[src/rtl/ghrd_pkg.sv]
package ghrd_pkg;

  // ====================
  // widths
  // ====================
  localparam int axil_addr_w  = 8;    // byte offsets into the csr block
  localparam int axil_data_w  = 32;
  localparam int num_buttons  = 4;    // KEY[3:0]
  localparam int num_switches = 10;   // SW[9:0]
  localparam int num_leds     = 9;    // software leds on LEDR[9:1]
  localparam int stm_event_w  = 28;   // hps trace event word

  // ====================
  // timing
  // ====================
  localparam int debounce_cycles    = 50000;      // 1 ms at 50 MHz
  localparam int debounce_cnt_w     = 16;         // holds debounce_cycles
  localparam int heartbeat_cycles   = 25000000;   // 0.5 s half period
  localparam int cold_pulse_cycles  = 6;
  localparam int warm_pulse_cycles  = 2;
  localparam int debug_pulse_cycles = 32;

  localparam logic [axil_data_w-1:0] ghrd_id_value = 32'h4748_5244;  // ascii "GHRD"

  // register offsets
  typedef enum logic [axil_addr_w-1:0] {
    csr_id        = 8'h00,   // ro
    csr_buttons   = 8'h04,   // ro, debounced
    csr_switches  = 8'h08,   // ro
    csr_leds      = 8'h0C,   // rw
    csr_reset_req = 8'h10    // wo, {debug, warm, cold}
  } csr_addr_e;

  typedef enum logic [1:0] {
    resp_okay   = 2'b00,
    resp_slverr = 2'b10
  } axil_resp_e;

  typedef enum logic {
    pulse_idle,
    pulse_active
  } pulse_state_e;

  typedef enum logic {
    deb_stable,
    deb_settling
  } deb_state_e;

endpackage

[src/rtl/panel_if.sv]
interface panel_if;
  import ghrd_pkg::*;

  logic [num_buttons-1:0]  buttons;     // debounced, 1 = pressed
  logic [num_switches-1:0] switches;    // raw slide switch levels
  logic [num_leds-1:0]     leds;        // software led register
  logic [2:0]              reset_req;   // one-cycle strobes {debug, warm, cold}

  // register block side
  modport csr (
    input  buttons,
    input  switches,
    output leds,
    output reset_req
  );

  // board panel side
  modport panel (
    output buttons,
    output switches,
    input  leds,
    input  reset_req
  );

endinterface

[src/rtl/button_debouncer.sv]
module button_debouncer #(
  parameter int limit = ghrd_pkg::debounce_cycles
) (
  input  logic                             fpga_clk_50,
  input  logic                             hps_fpga_reset_n,
  input  logic [ghrd_pkg::num_buttons-1:0] key,       // active low pins
  output logic [ghrd_pkg::num_buttons-1:0] pressed    // clean, active high
);
  import ghrd_pkg::*;

  logic [num_buttons-1:0]    sync_meta;   // first sync stage
  logic [num_buttons-1:0]    sync_out;    // second sync stage
  logic [num_buttons-1:0]    last;        // previous synced sample
  logic [debounce_cnt_w-1:0] cnt;         // shared stable-time counter
  deb_state_e                state;

  // two-flop synchronizer, polarity flipped on the way in
  always_ff @(posedge fpga_clk_50 or negedge hps_fpga_reset_n)
  begin
    if (!hps_fpga_reset_n)
    begin
      sync_meta <= '0;            // released key reads as not pressed
      sync_out  <= '0;
    end
    else
    begin
      sync_meta <= ~key;
      sync_out  <= sync_meta;
    end
  end

  // one window for all buttons, any edge restarts it
  always_ff @(posedge fpga_clk_50 or negedge hps_fpga_reset_n)
  begin
    if (!hps_fpga_reset_n)
    begin
      last    <= '0;
      cnt     <= '0;
      state   <= deb_stable;
      pressed <= '0;
    end
    else
    begin
      last <= sync_out;
      if (sync_out != last)
      begin
        cnt   <= '0;              // bounce seen, start over
        state <= deb_settling;
      end
      else if (state == deb_settling)
      begin
        if (cnt == debounce_cnt_w'(limit - 1))
        begin
          pressed <= last;        // input held long enough
          state   <= deb_stable;
        end
        else
          cnt <= cnt + 1'b1;
      end
    end
  end

endmodule

[src/rtl/reset_pulse_stretcher.sv]
module reset_pulse_stretcher #(
  parameter int pulse_len = ghrd_pkg::cold_pulse_cycles
) (
  input  logic fpga_clk_50,
  input  logic hps_fpga_reset_n,
  input  logic request,        // strobe from the register block
  output logic reset_req_n     // low for pulse_len cycles
);
  import ghrd_pkg::*;

  pulse_state_e                  state;
  logic                          req_q;       // request one cycle back
  logic [$clog2(pulse_len):0]    remaining;   // cycles left after this one
  logic                          req_rise;

  assign req_rise = request && !req_q;         // rising edge only

  always_ff @(posedge fpga_clk_50 or negedge hps_fpga_reset_n)
  begin
    if (!hps_fpga_reset_n)
    begin
      state     <= pulse_idle;
      req_q     <= 1'b0;
      remaining <= '0;
    end
    else
    begin
      req_q <= request;
      case (state)
        pulse_idle:
        begin
          if (req_rise)
          begin
            state     <= pulse_active;     // output drops next cycle
            remaining <= ($clog2(pulse_len) + 1)'(pulse_len - 1);
          end
        end
        pulse_active:
        begin
          // new requests fall through here and are dropped
          if (remaining == '0)
            state <= pulse_idle;
          else
            remaining <= remaining - 1'b1;
        end
        default:
          state <= pulse_idle;
      endcase
    end
  end

  assign reset_req_n = (state != pulse_active);   // straight from the state flop

endmodule

[src/rtl/heartbeat_blinker.sv]
module heartbeat_blinker #(
  parameter int half_period = ghrd_pkg::heartbeat_cycles
) (
  input  logic fpga_clk_50,
  input  logic hps_fpga_reset_n,
  output logic led               // LEDR[0]
);

  logic [$clog2(half_period)-1:0] cnt;   // wraps every half_period clocks

  always_ff @(posedge fpga_clk_50 or negedge hps_fpga_reset_n)
  begin
    if (!hps_fpga_reset_n)
    begin
      cnt <= '0;
      led <= 1'b0;
    end
    else if (cnt == ($clog2(half_period))'(half_period - 1))
    begin
      cnt <= '0;
      led <= ~led;               // toggle on wrap
    end
    else
      cnt <= cnt + 1'b1;
  end

endmodule

[src/rtl/ghrd_csr.sv]
module ghrd_csr (
  input  logic                                fpga_clk_50,
  input  logic                                hps_fpga_reset_n,
  // write address and data
  input  logic [ghrd_pkg::axil_addr_w-1:0]    awaddr,
  input  logic                                awvalid,
  output logic                                awready,
  input  logic [ghrd_pkg::axil_data_w-1:0]    wdata,
  input  logic [ghrd_pkg::axil_data_w/8-1:0]  wstrb,     // full word writes only
  input  logic                                wvalid,
  output logic                                wready,
  // write response
  output ghrd_pkg::axil_resp_e                bresp,
  output logic                                bvalid,
  input  logic                                bready,
  // read address and data
  input  logic [ghrd_pkg::axil_addr_w-1:0]    araddr,
  input  logic                                arvalid,
  output logic                                arready,
  output logic [ghrd_pkg::axil_data_w-1:0]    rdata,
  output ghrd_pkg::axil_resp_e                rresp,
  output logic                                rvalid,
  input  logic                                rready,
  panel_if.csr                                panel
);
  import ghrd_pkg::*;

  logic [num_leds-1:0]    led_q;        // software led register
  logic [2:0]             rst_strobe;   // reset request strobes
  logic                   wr_fire;      // aw and w handshake this cycle
  logic                   rd_fire;      // ar handshake this cycle
  logic                   led_sel;
  logic                   rst_sel;
  logic [axil_data_w-1:0] rd_word;
  axil_resp_e             rd_resp;

  assign wr_fire = awvalid && awready && wvalid && wready;
  assign rd_fire = arvalid && arready;

  // ====================
  // address decode
  // ====================
  always_comb
  begin
    led_sel = 1'b0;
    rst_sel = 1'b0;
    case (csr_addr_e'(awaddr))
      csr_leds:      led_sel = 1'b1;
      csr_reset_req: rst_sel = 1'b1;
      default:       ;                  // read only or unmapped gives slverr
    endcase
  end

  always_comb
  begin
    rd_word = '0;
    rd_resp = resp_okay;
    case (csr_addr_e'(araddr))
      csr_id:        rd_word = ghrd_id_value;
      csr_buttons:   rd_word = axil_data_w'(panel.buttons);
      csr_switches:  rd_word = axil_data_w'(panel.switches);
      csr_leds:      rd_word = axil_data_w'(led_q);
      csr_reset_req: rd_word = '0;      // write only register reads zero
      default:       rd_resp = resp_slverr;
    endcase
  end

  // ====================
  // handshake + regs
  // ====================
  always_ff @(posedge fpga_clk_50 or negedge hps_fpga_reset_n)
  begin
    if (!hps_fpga_reset_n)
    begin
      awready    <= 1'b0;
      wready     <= 1'b0;
      bvalid     <= 1'b0;
      arready    <= 1'b0;
      rvalid     <= 1'b0;
      led_q      <= '0;
      rst_strobe <= '0;
    end
    else
    begin
      // aw and w taken together with a single-cycle ready
      awready    <= awvalid && wvalid && !bvalid && !awready;
      wready     <= awvalid && wvalid && !bvalid && !awready;
      arready    <= arvalid && !rvalid && !arready;    // held rvalid blocks
      rst_strobe <= '0;                                 // strobes last one cycle

      if (wr_fire)
      begin
        bvalid <= 1'b1;
        if (led_sel)
          led_q <= wdata[num_leds-1:0];
        if (rst_sel)
          rst_strobe <= wdata[2:0];                     // bit per requester
      end
      else if (bvalid && bready)
        bvalid <= 1'b0;

      if (rd_fire)
        rvalid <= 1'b1;
      else if (rvalid && rready)
        rvalid <= 1'b0;
    end
  end

  // response payload latched on each handshake
  always_ff @(posedge fpga_clk_50)
  begin
    if (wr_fire)
    begin
      if (led_sel || rst_sel)
        bresp <= resp_okay;
      else
        bresp <= resp_slverr;            // ro register or hole
    end
    if (rd_fire)
    begin
      rdata <= rd_word;
      rresp <= rd_resp;
    end
  end

  assign panel.leds      = led_q;
  assign panel.reset_req = rst_strobe;

endmodule

[src/rtl/ghrd_ctrl_top.sv]
module ghrd_ctrl_top #(
  parameter int debounce_limit    = ghrd_pkg::debounce_cycles,
  parameter int blink_half_period = ghrd_pkg::heartbeat_cycles
) (
  input  logic                                fpga_clk_50,
  input  logic                                hps_fpga_reset_n,
  // board panel
  input  logic [ghrd_pkg::num_buttons-1:0]    key,
  input  logic [ghrd_pkg::num_switches-1:0]   sw,
  output logic [ghrd_pkg::num_leds:0]         ledr,
  output logic [ghrd_pkg::stm_event_w-1:0]    stm_hw_events,
  output logic                                hps_cold_reset_req_n,
  output logic                                hps_warm_reset_req_n,
  output logic                                hps_debug_reset_req_n,
  // axi4-lite slave
  input  logic [ghrd_pkg::axil_addr_w-1:0]    awaddr,
  input  logic                                awvalid,
  output logic                                awready,
  input  logic [ghrd_pkg::axil_data_w-1:0]    wdata,
  input  logic [ghrd_pkg::axil_data_w/8-1:0]  wstrb,
  input  logic                                wvalid,
  output logic                                wready,
  output logic [1:0]                          bresp,
  output logic                                bvalid,
  input  logic                                bready,
  input  logic [ghrd_pkg::axil_addr_w-1:0]    araddr,
  input  logic                                arvalid,
  output logic                                arready,
  output logic [ghrd_pkg::axil_data_w-1:0]    rdata,
  output logic [1:0]                          rresp,
  output logic                                rvalid,
  input  logic                                rready
);
  import ghrd_pkg::*;

  logic [num_buttons-1:0] buttons_clean;   // debouncer out
  logic                   heartbeat;

  panel_if pnl ();

  // ====================
  // panel wiring
  // ====================
  assign pnl.switches = sw;
  assign pnl.buttons  = buttons_clean;
  assign ledr         = {pnl.leds, heartbeat};   // heartbeat on LEDR[0]

  // trace word, zero padded at the top
  assign stm_hw_events = {{(stm_event_w - num_switches - num_leds - num_buttons){1'b0}},
                          sw, pnl.leds, buttons_clean};

  ghrd_csr i_csr (
    .fpga_clk_50      (fpga_clk_50),
    .hps_fpga_reset_n (hps_fpga_reset_n),
    .awaddr           (awaddr),
    .awvalid          (awvalid),
    .awready          (awready),
    .wdata            (wdata),
    .wstrb            (wstrb),
    .wvalid           (wvalid),
    .wready           (wready),
    .bresp            (bresp),
    .bvalid           (bvalid),
    .bready           (bready),
    .araddr           (araddr),
    .arvalid          (arvalid),
    .arready          (arready),
    .rdata            (rdata),
    .rresp            (rresp),
    .rvalid           (rvalid),
    .rready           (rready),
    .panel            (pnl)
  );

  button_debouncer #(.limit(debounce_limit)) i_debouncer (
    .fpga_clk_50      (fpga_clk_50),
    .hps_fpga_reset_n (hps_fpga_reset_n),
    .key              (key),
    .pressed          (buttons_clean)
  );

  // reset request pulses, bit 0 cold / 1 warm / 2 debug
  reset_pulse_stretcher #(.pulse_len(cold_pulse_cycles)) i_cold_pulse (
    .fpga_clk_50      (fpga_clk_50),
    .hps_fpga_reset_n (hps_fpga_reset_n),
    .request          (pnl.reset_req[0]),
    .reset_req_n      (hps_cold_reset_req_n)
  );

  reset_pulse_stretcher #(.pulse_len(warm_pulse_cycles)) i_warm_pulse (
    .fpga_clk_50      (fpga_clk_50),
    .hps_fpga_reset_n (hps_fpga_reset_n),
    .request          (pnl.reset_req[1]),
    .reset_req_n      (hps_warm_reset_req_n)
  );

  reset_pulse_stretcher #(.pulse_len(debug_pulse_cycles)) i_debug_pulse (
    .fpga_clk_50      (fpga_clk_50),
    .hps_fpga_reset_n (hps_fpga_reset_n),
    .request          (pnl.reset_req[2]),
    .reset_req_n      (hps_debug_reset_req_n)
  );

  heartbeat_blinker #(.half_period(blink_half_period)) i_heartbeat (
    .fpga_clk_50      (fpga_clk_50),
    .hps_fpga_reset_n (hps_fpga_reset_n),
    .led              (heartbeat)
  );

endmodule

[config.mk]
export PLATFORM = sky130hd
export DESIGN_NAME = ghrd_ctrl_top
export DESIGN_NICKNAME = d
export VERILOG_FILES = /design/src/rtl/ghrd_pkg.sv /design/src/rtl/panel_if.sv /design/src/rtl/button_debouncer.sv /design/src/rtl/reset_pulse_stretcher.sv /design/src/rtl/heartbeat_blinker.sv /design/src/rtl/ghrd_csr.sv /design/src/rtl/ghrd_ctrl_top.sv
export SDC_FILE = /design/constraint.sdc
export NUM_CORES = 1
export LEC_CHECK = 0
export BUFFER_PORTS_ARGS = -buffer_cell sky130_fd_sc_hd__buf_2
export CAP_MARGIN = 20
export CORE_AREA = 5 5 137 139
export CTS_CLUSTER_DIAMETER = 120
export DETAILED_ROUTE_END_ITERATION = 16
export DIE_AREA = 0 0 142 144
export PLACE_DENSITY = 0.53
export SLEW_MARGIN = 10
export SYNTH_ARGS = -nofsm -noshare
export SYNTH_HDL_FRONTEND = slang
export SYNTH_SLANG_ARGS = --single-unit
[constraint.sdc]
create_clock -name fpga_clk_50 -period 2.4 [get_ports fpga_clk_50]
set_clock_uncertainty 0.1 [all_clocks]
set_input_delay 0.6 -clock fpga_clk_50 [delete_from_list [all_inputs] [get_ports fpga_clk_50]]
set_output_delay 0.6 -clock fpga_clk_50 [all_outputs]
set_load 0.03 [all_outputs]
==> out/results.tsv <==
metric	value	unit
status	complete, no violations	
cts_buffers	9	
instances_no_fill	792	
register_area	2720	um2
cp_max_fo	15	
cts_tree	done	
yosys.area.top_type	dfrtp_1	
end_kind	register	
first_pass_iters	4	
fin_area	5970	um2
multi_input_area	1970	um2
route.detailed.drc	0	
syn_avg_cell_area	10.8	um2
grt_pass1_vias	3624	
io_pins	155	
cts_hold_buf	0	
cts_sinks	106	
setup_viol	0	
hold_class	input pin to asynchronous set/reset pin	
ys.flop_type	dfrtp_1	
cellPowerDensity	606	nW/um2
fmax	0.469	GHz
critical_path_class	register to register	
area_delta_synth_final	16.1	%
synth_seq_cells	106	
fin_crit_sh	0.888	
gp_congestion	0.815	
nFillCells	1839	
intPower	2.74	mW
routed_via_density	4.58	
die_w	142	um
dpl.hpwl	7880	um
clkPwrFrac	0.412	
synth_area_leaders	dfrtp_1 45%, edfxtp_1 7.6%, buf_4 7.3%	
post_cts_resized	0	
initial_core_util	0.293	
ys_seq_area_frac	0.529	
synth_edf_count	13	
vias	3624	
vdd.ir_drop.worst	0.290	mV
layout_common_cells	105 x buf_2, 93 x dfrtp_1, 27 x inv_1	
synth_area	5140	um2
cts_setup_buffers	0	
worstMarginPinSlew	595	ps
grt_max_degree	40	
first_iter_violations	165	
reg2regPathDepth	5	
die_area	20400	um2
swShare	0.244	
relSlewSlack	0.603	
rows	49	
clk_pin_slew	70	ps
grt_pass1_wl	17300	um
period_minus_slack	2130	ps
worstPathRequired	2570	ps
grtUsageTotal	0.105	
pwr-share-seq	0.514	
maxCapViolCount	0	
final_common_cell	buf_2	
overflow	0	
cp.arrival	2310	ps
coreArea	17500	um2
fin_nets	638	
root_buffer	clkbuf_16	
rsz0062_at_grt	false	
yosysUniqueCellTypes	52	
ant_nets	0	
placed_cells	776	
start_kind	register	
post_dp_cell_area	5670	um2
syn-instance-count	475	
diodes	0	
hold_viol	0	
wl_per_cell	13.3	um
clk_latency	350	ps
max-clock-path-buffers	2	
finalPower	3.62	mW
rrSetupSlack	270	ps
synth_warnings	0	
synth_top_area_frac	0.453	
drive_above_1_share	0.275	
drv_slew	0	
wl	10500	um
power_frac_comb	0.074	
port_buffers	106	
fin_setup_tns	0	ps
power_leakage	2.83	nW
antenna_found_initial	0	
p_switching	883	uW
die_h	144	um
synth-async-reset-ratio	0.877	
cts-htree-levels	3	
-- worst max-delay path, stage by stage (launching register included) --
cell	delay, ps
dfrtp_1	420
ha_1	250
and3_2	240
a41o_1	340
or4_1	550
a21oi_1	160
-- power by group through the flow --
stage	combinational, mW	clock, mW	sequential [mW]
global route	0.296	1.62	1.86
global placement	0.271	0	1.89
finish	0.269	1.49	1.86
floorplan	0.171	0	1.92
CTS	0.274	1.56	1.86
detailed placement	0.274	0	1.89
-- logic make-up after synthesis --
family,Yosys count,synth area share
buffers and inverters,87,0.102
multiplexers,30,0.0628
other,1,0.000729
adder cells (fa/ha/maj),7,0.0170
AO/OA/AOI/OAI,63,0.0723
XOR/XNOR,23,0.0392
AND/OR/NAND/NOR,158,0.177
flip-flops,106,0.529
-- registers in the layout (all words and copies together), names as in the netlist, 2 cells and up --
name	count
i_debouncer.sync_out	4
i_debouncer.cnt	16
i_debouncer.last	4
i_debug_pulse.remaining	6
i_csr.panel.reset_req	3
i_heartbeat.cnt	25
i_cold_pulse.remaining	4
i_csr.rdata	11
i_debouncer.pressed	4
i_warm_pulse.remaining	2
i_csr.panel.leds	9
i_debouncer.sync_meta	4
-- cell type report --
| type | count | share of cell area |
|---|---|---|
| Sequential cell | 106 | 0.455 |
| Multi-Input combinational cell | 302 | 0.330 |
| Timing Repair Buffer | 112 | 0.0989 |
| Tap cell | 229 | 0.0480 |
| Clock buffer | 9 | 0.0377 |
| Inverter | 27 | 0.0170 |
| Clock inverter | 7 | 0.0128 |
-- synth_stat cells (6+ instances only) --
| cell | count |
|---|---|
| xnor2_1 | 11 |
| nand3_1 | 21 |
| dfrtp_1 | 93 |
| inv_1 | 27 |
| nor3_1 | 13 |
| a21oi_1 | 19 |
| and2_1 | 7 |
| nand4_1 | 13 |
| buf_4 | 50 |
| o21ai_0 | 23 |
| and3_1 | 7 |
| mux2_2 | 18 |
| nand2_1 | 19 |
| edfxtp_1 | 13 |
| or3_1 | 12 |
| o31ai_1 | 6 |
| mux2i_1 | 12 |
| ha_1 | 7 |
| nor2_1 | 26 |
| or4_1 | 8 |
| xor2_1 | 12 |
-- through the flow --
| step | setup slack [ps] | hold WS, ps | util |
|---|---|---|---|
| 6_report | 268 | 84.7 | 0.340 |
| 5_1_grt | 131 | 109 | 0.340 |
| 4_1_cts | 272 | 96.5 | 0.340 |
| 3_5_place_dp | 207 | 240 | 0.323 |
| 3_3_place_gp | 216 | 242 | 0.323 |
| 2_1_floorplan | 350 | 204 | - |
-- routing by layer --
| metal | global-route usage | up-vias | routed length [um] |
|---|---|---|---|
| met3 | 0.0284 | 10 | 635 |
| met1 | 0.128 | 1745 | 4610 |
| li1 | - | 1782 | - |
| met5 | 0 | - | 0 |
| met4 | 0.0470 | 0 | 226 |
| met2 | 0.174 | 87 | 5070 |
-- path summary, 6_finish.rpt --
check / start / to
max: i_debouncer.cnt[0]$_DFFE_PN0P_ / i_debouncer.cnt[9]$_DFFE_PN0P_
min in group fpga_clk_50: i_debouncer.sync_meta[1]$_DFF_PN0_ / i_debouncer.sync_out[1]$_DFF_PN0_
min reg2reg: i_debouncer.sync_meta[1]$_DFF_PN0_ / i_debouncer.sync_out[1]$_DFF_PN0_
min: hps_fpga_reset_n / i_csr.rvalid$_DFFE_PN0P_
max reg2reg: i_debouncer.cnt[0]$_DFFE_PN0P_ / i_debouncer.cnt[9]$_DFFE_PN0P_
max in group asynchronous: hps_fpga_reset_n / i_csr.bvalid$_DFFE_PN0P_
Power figures use the tool's default switching activity.
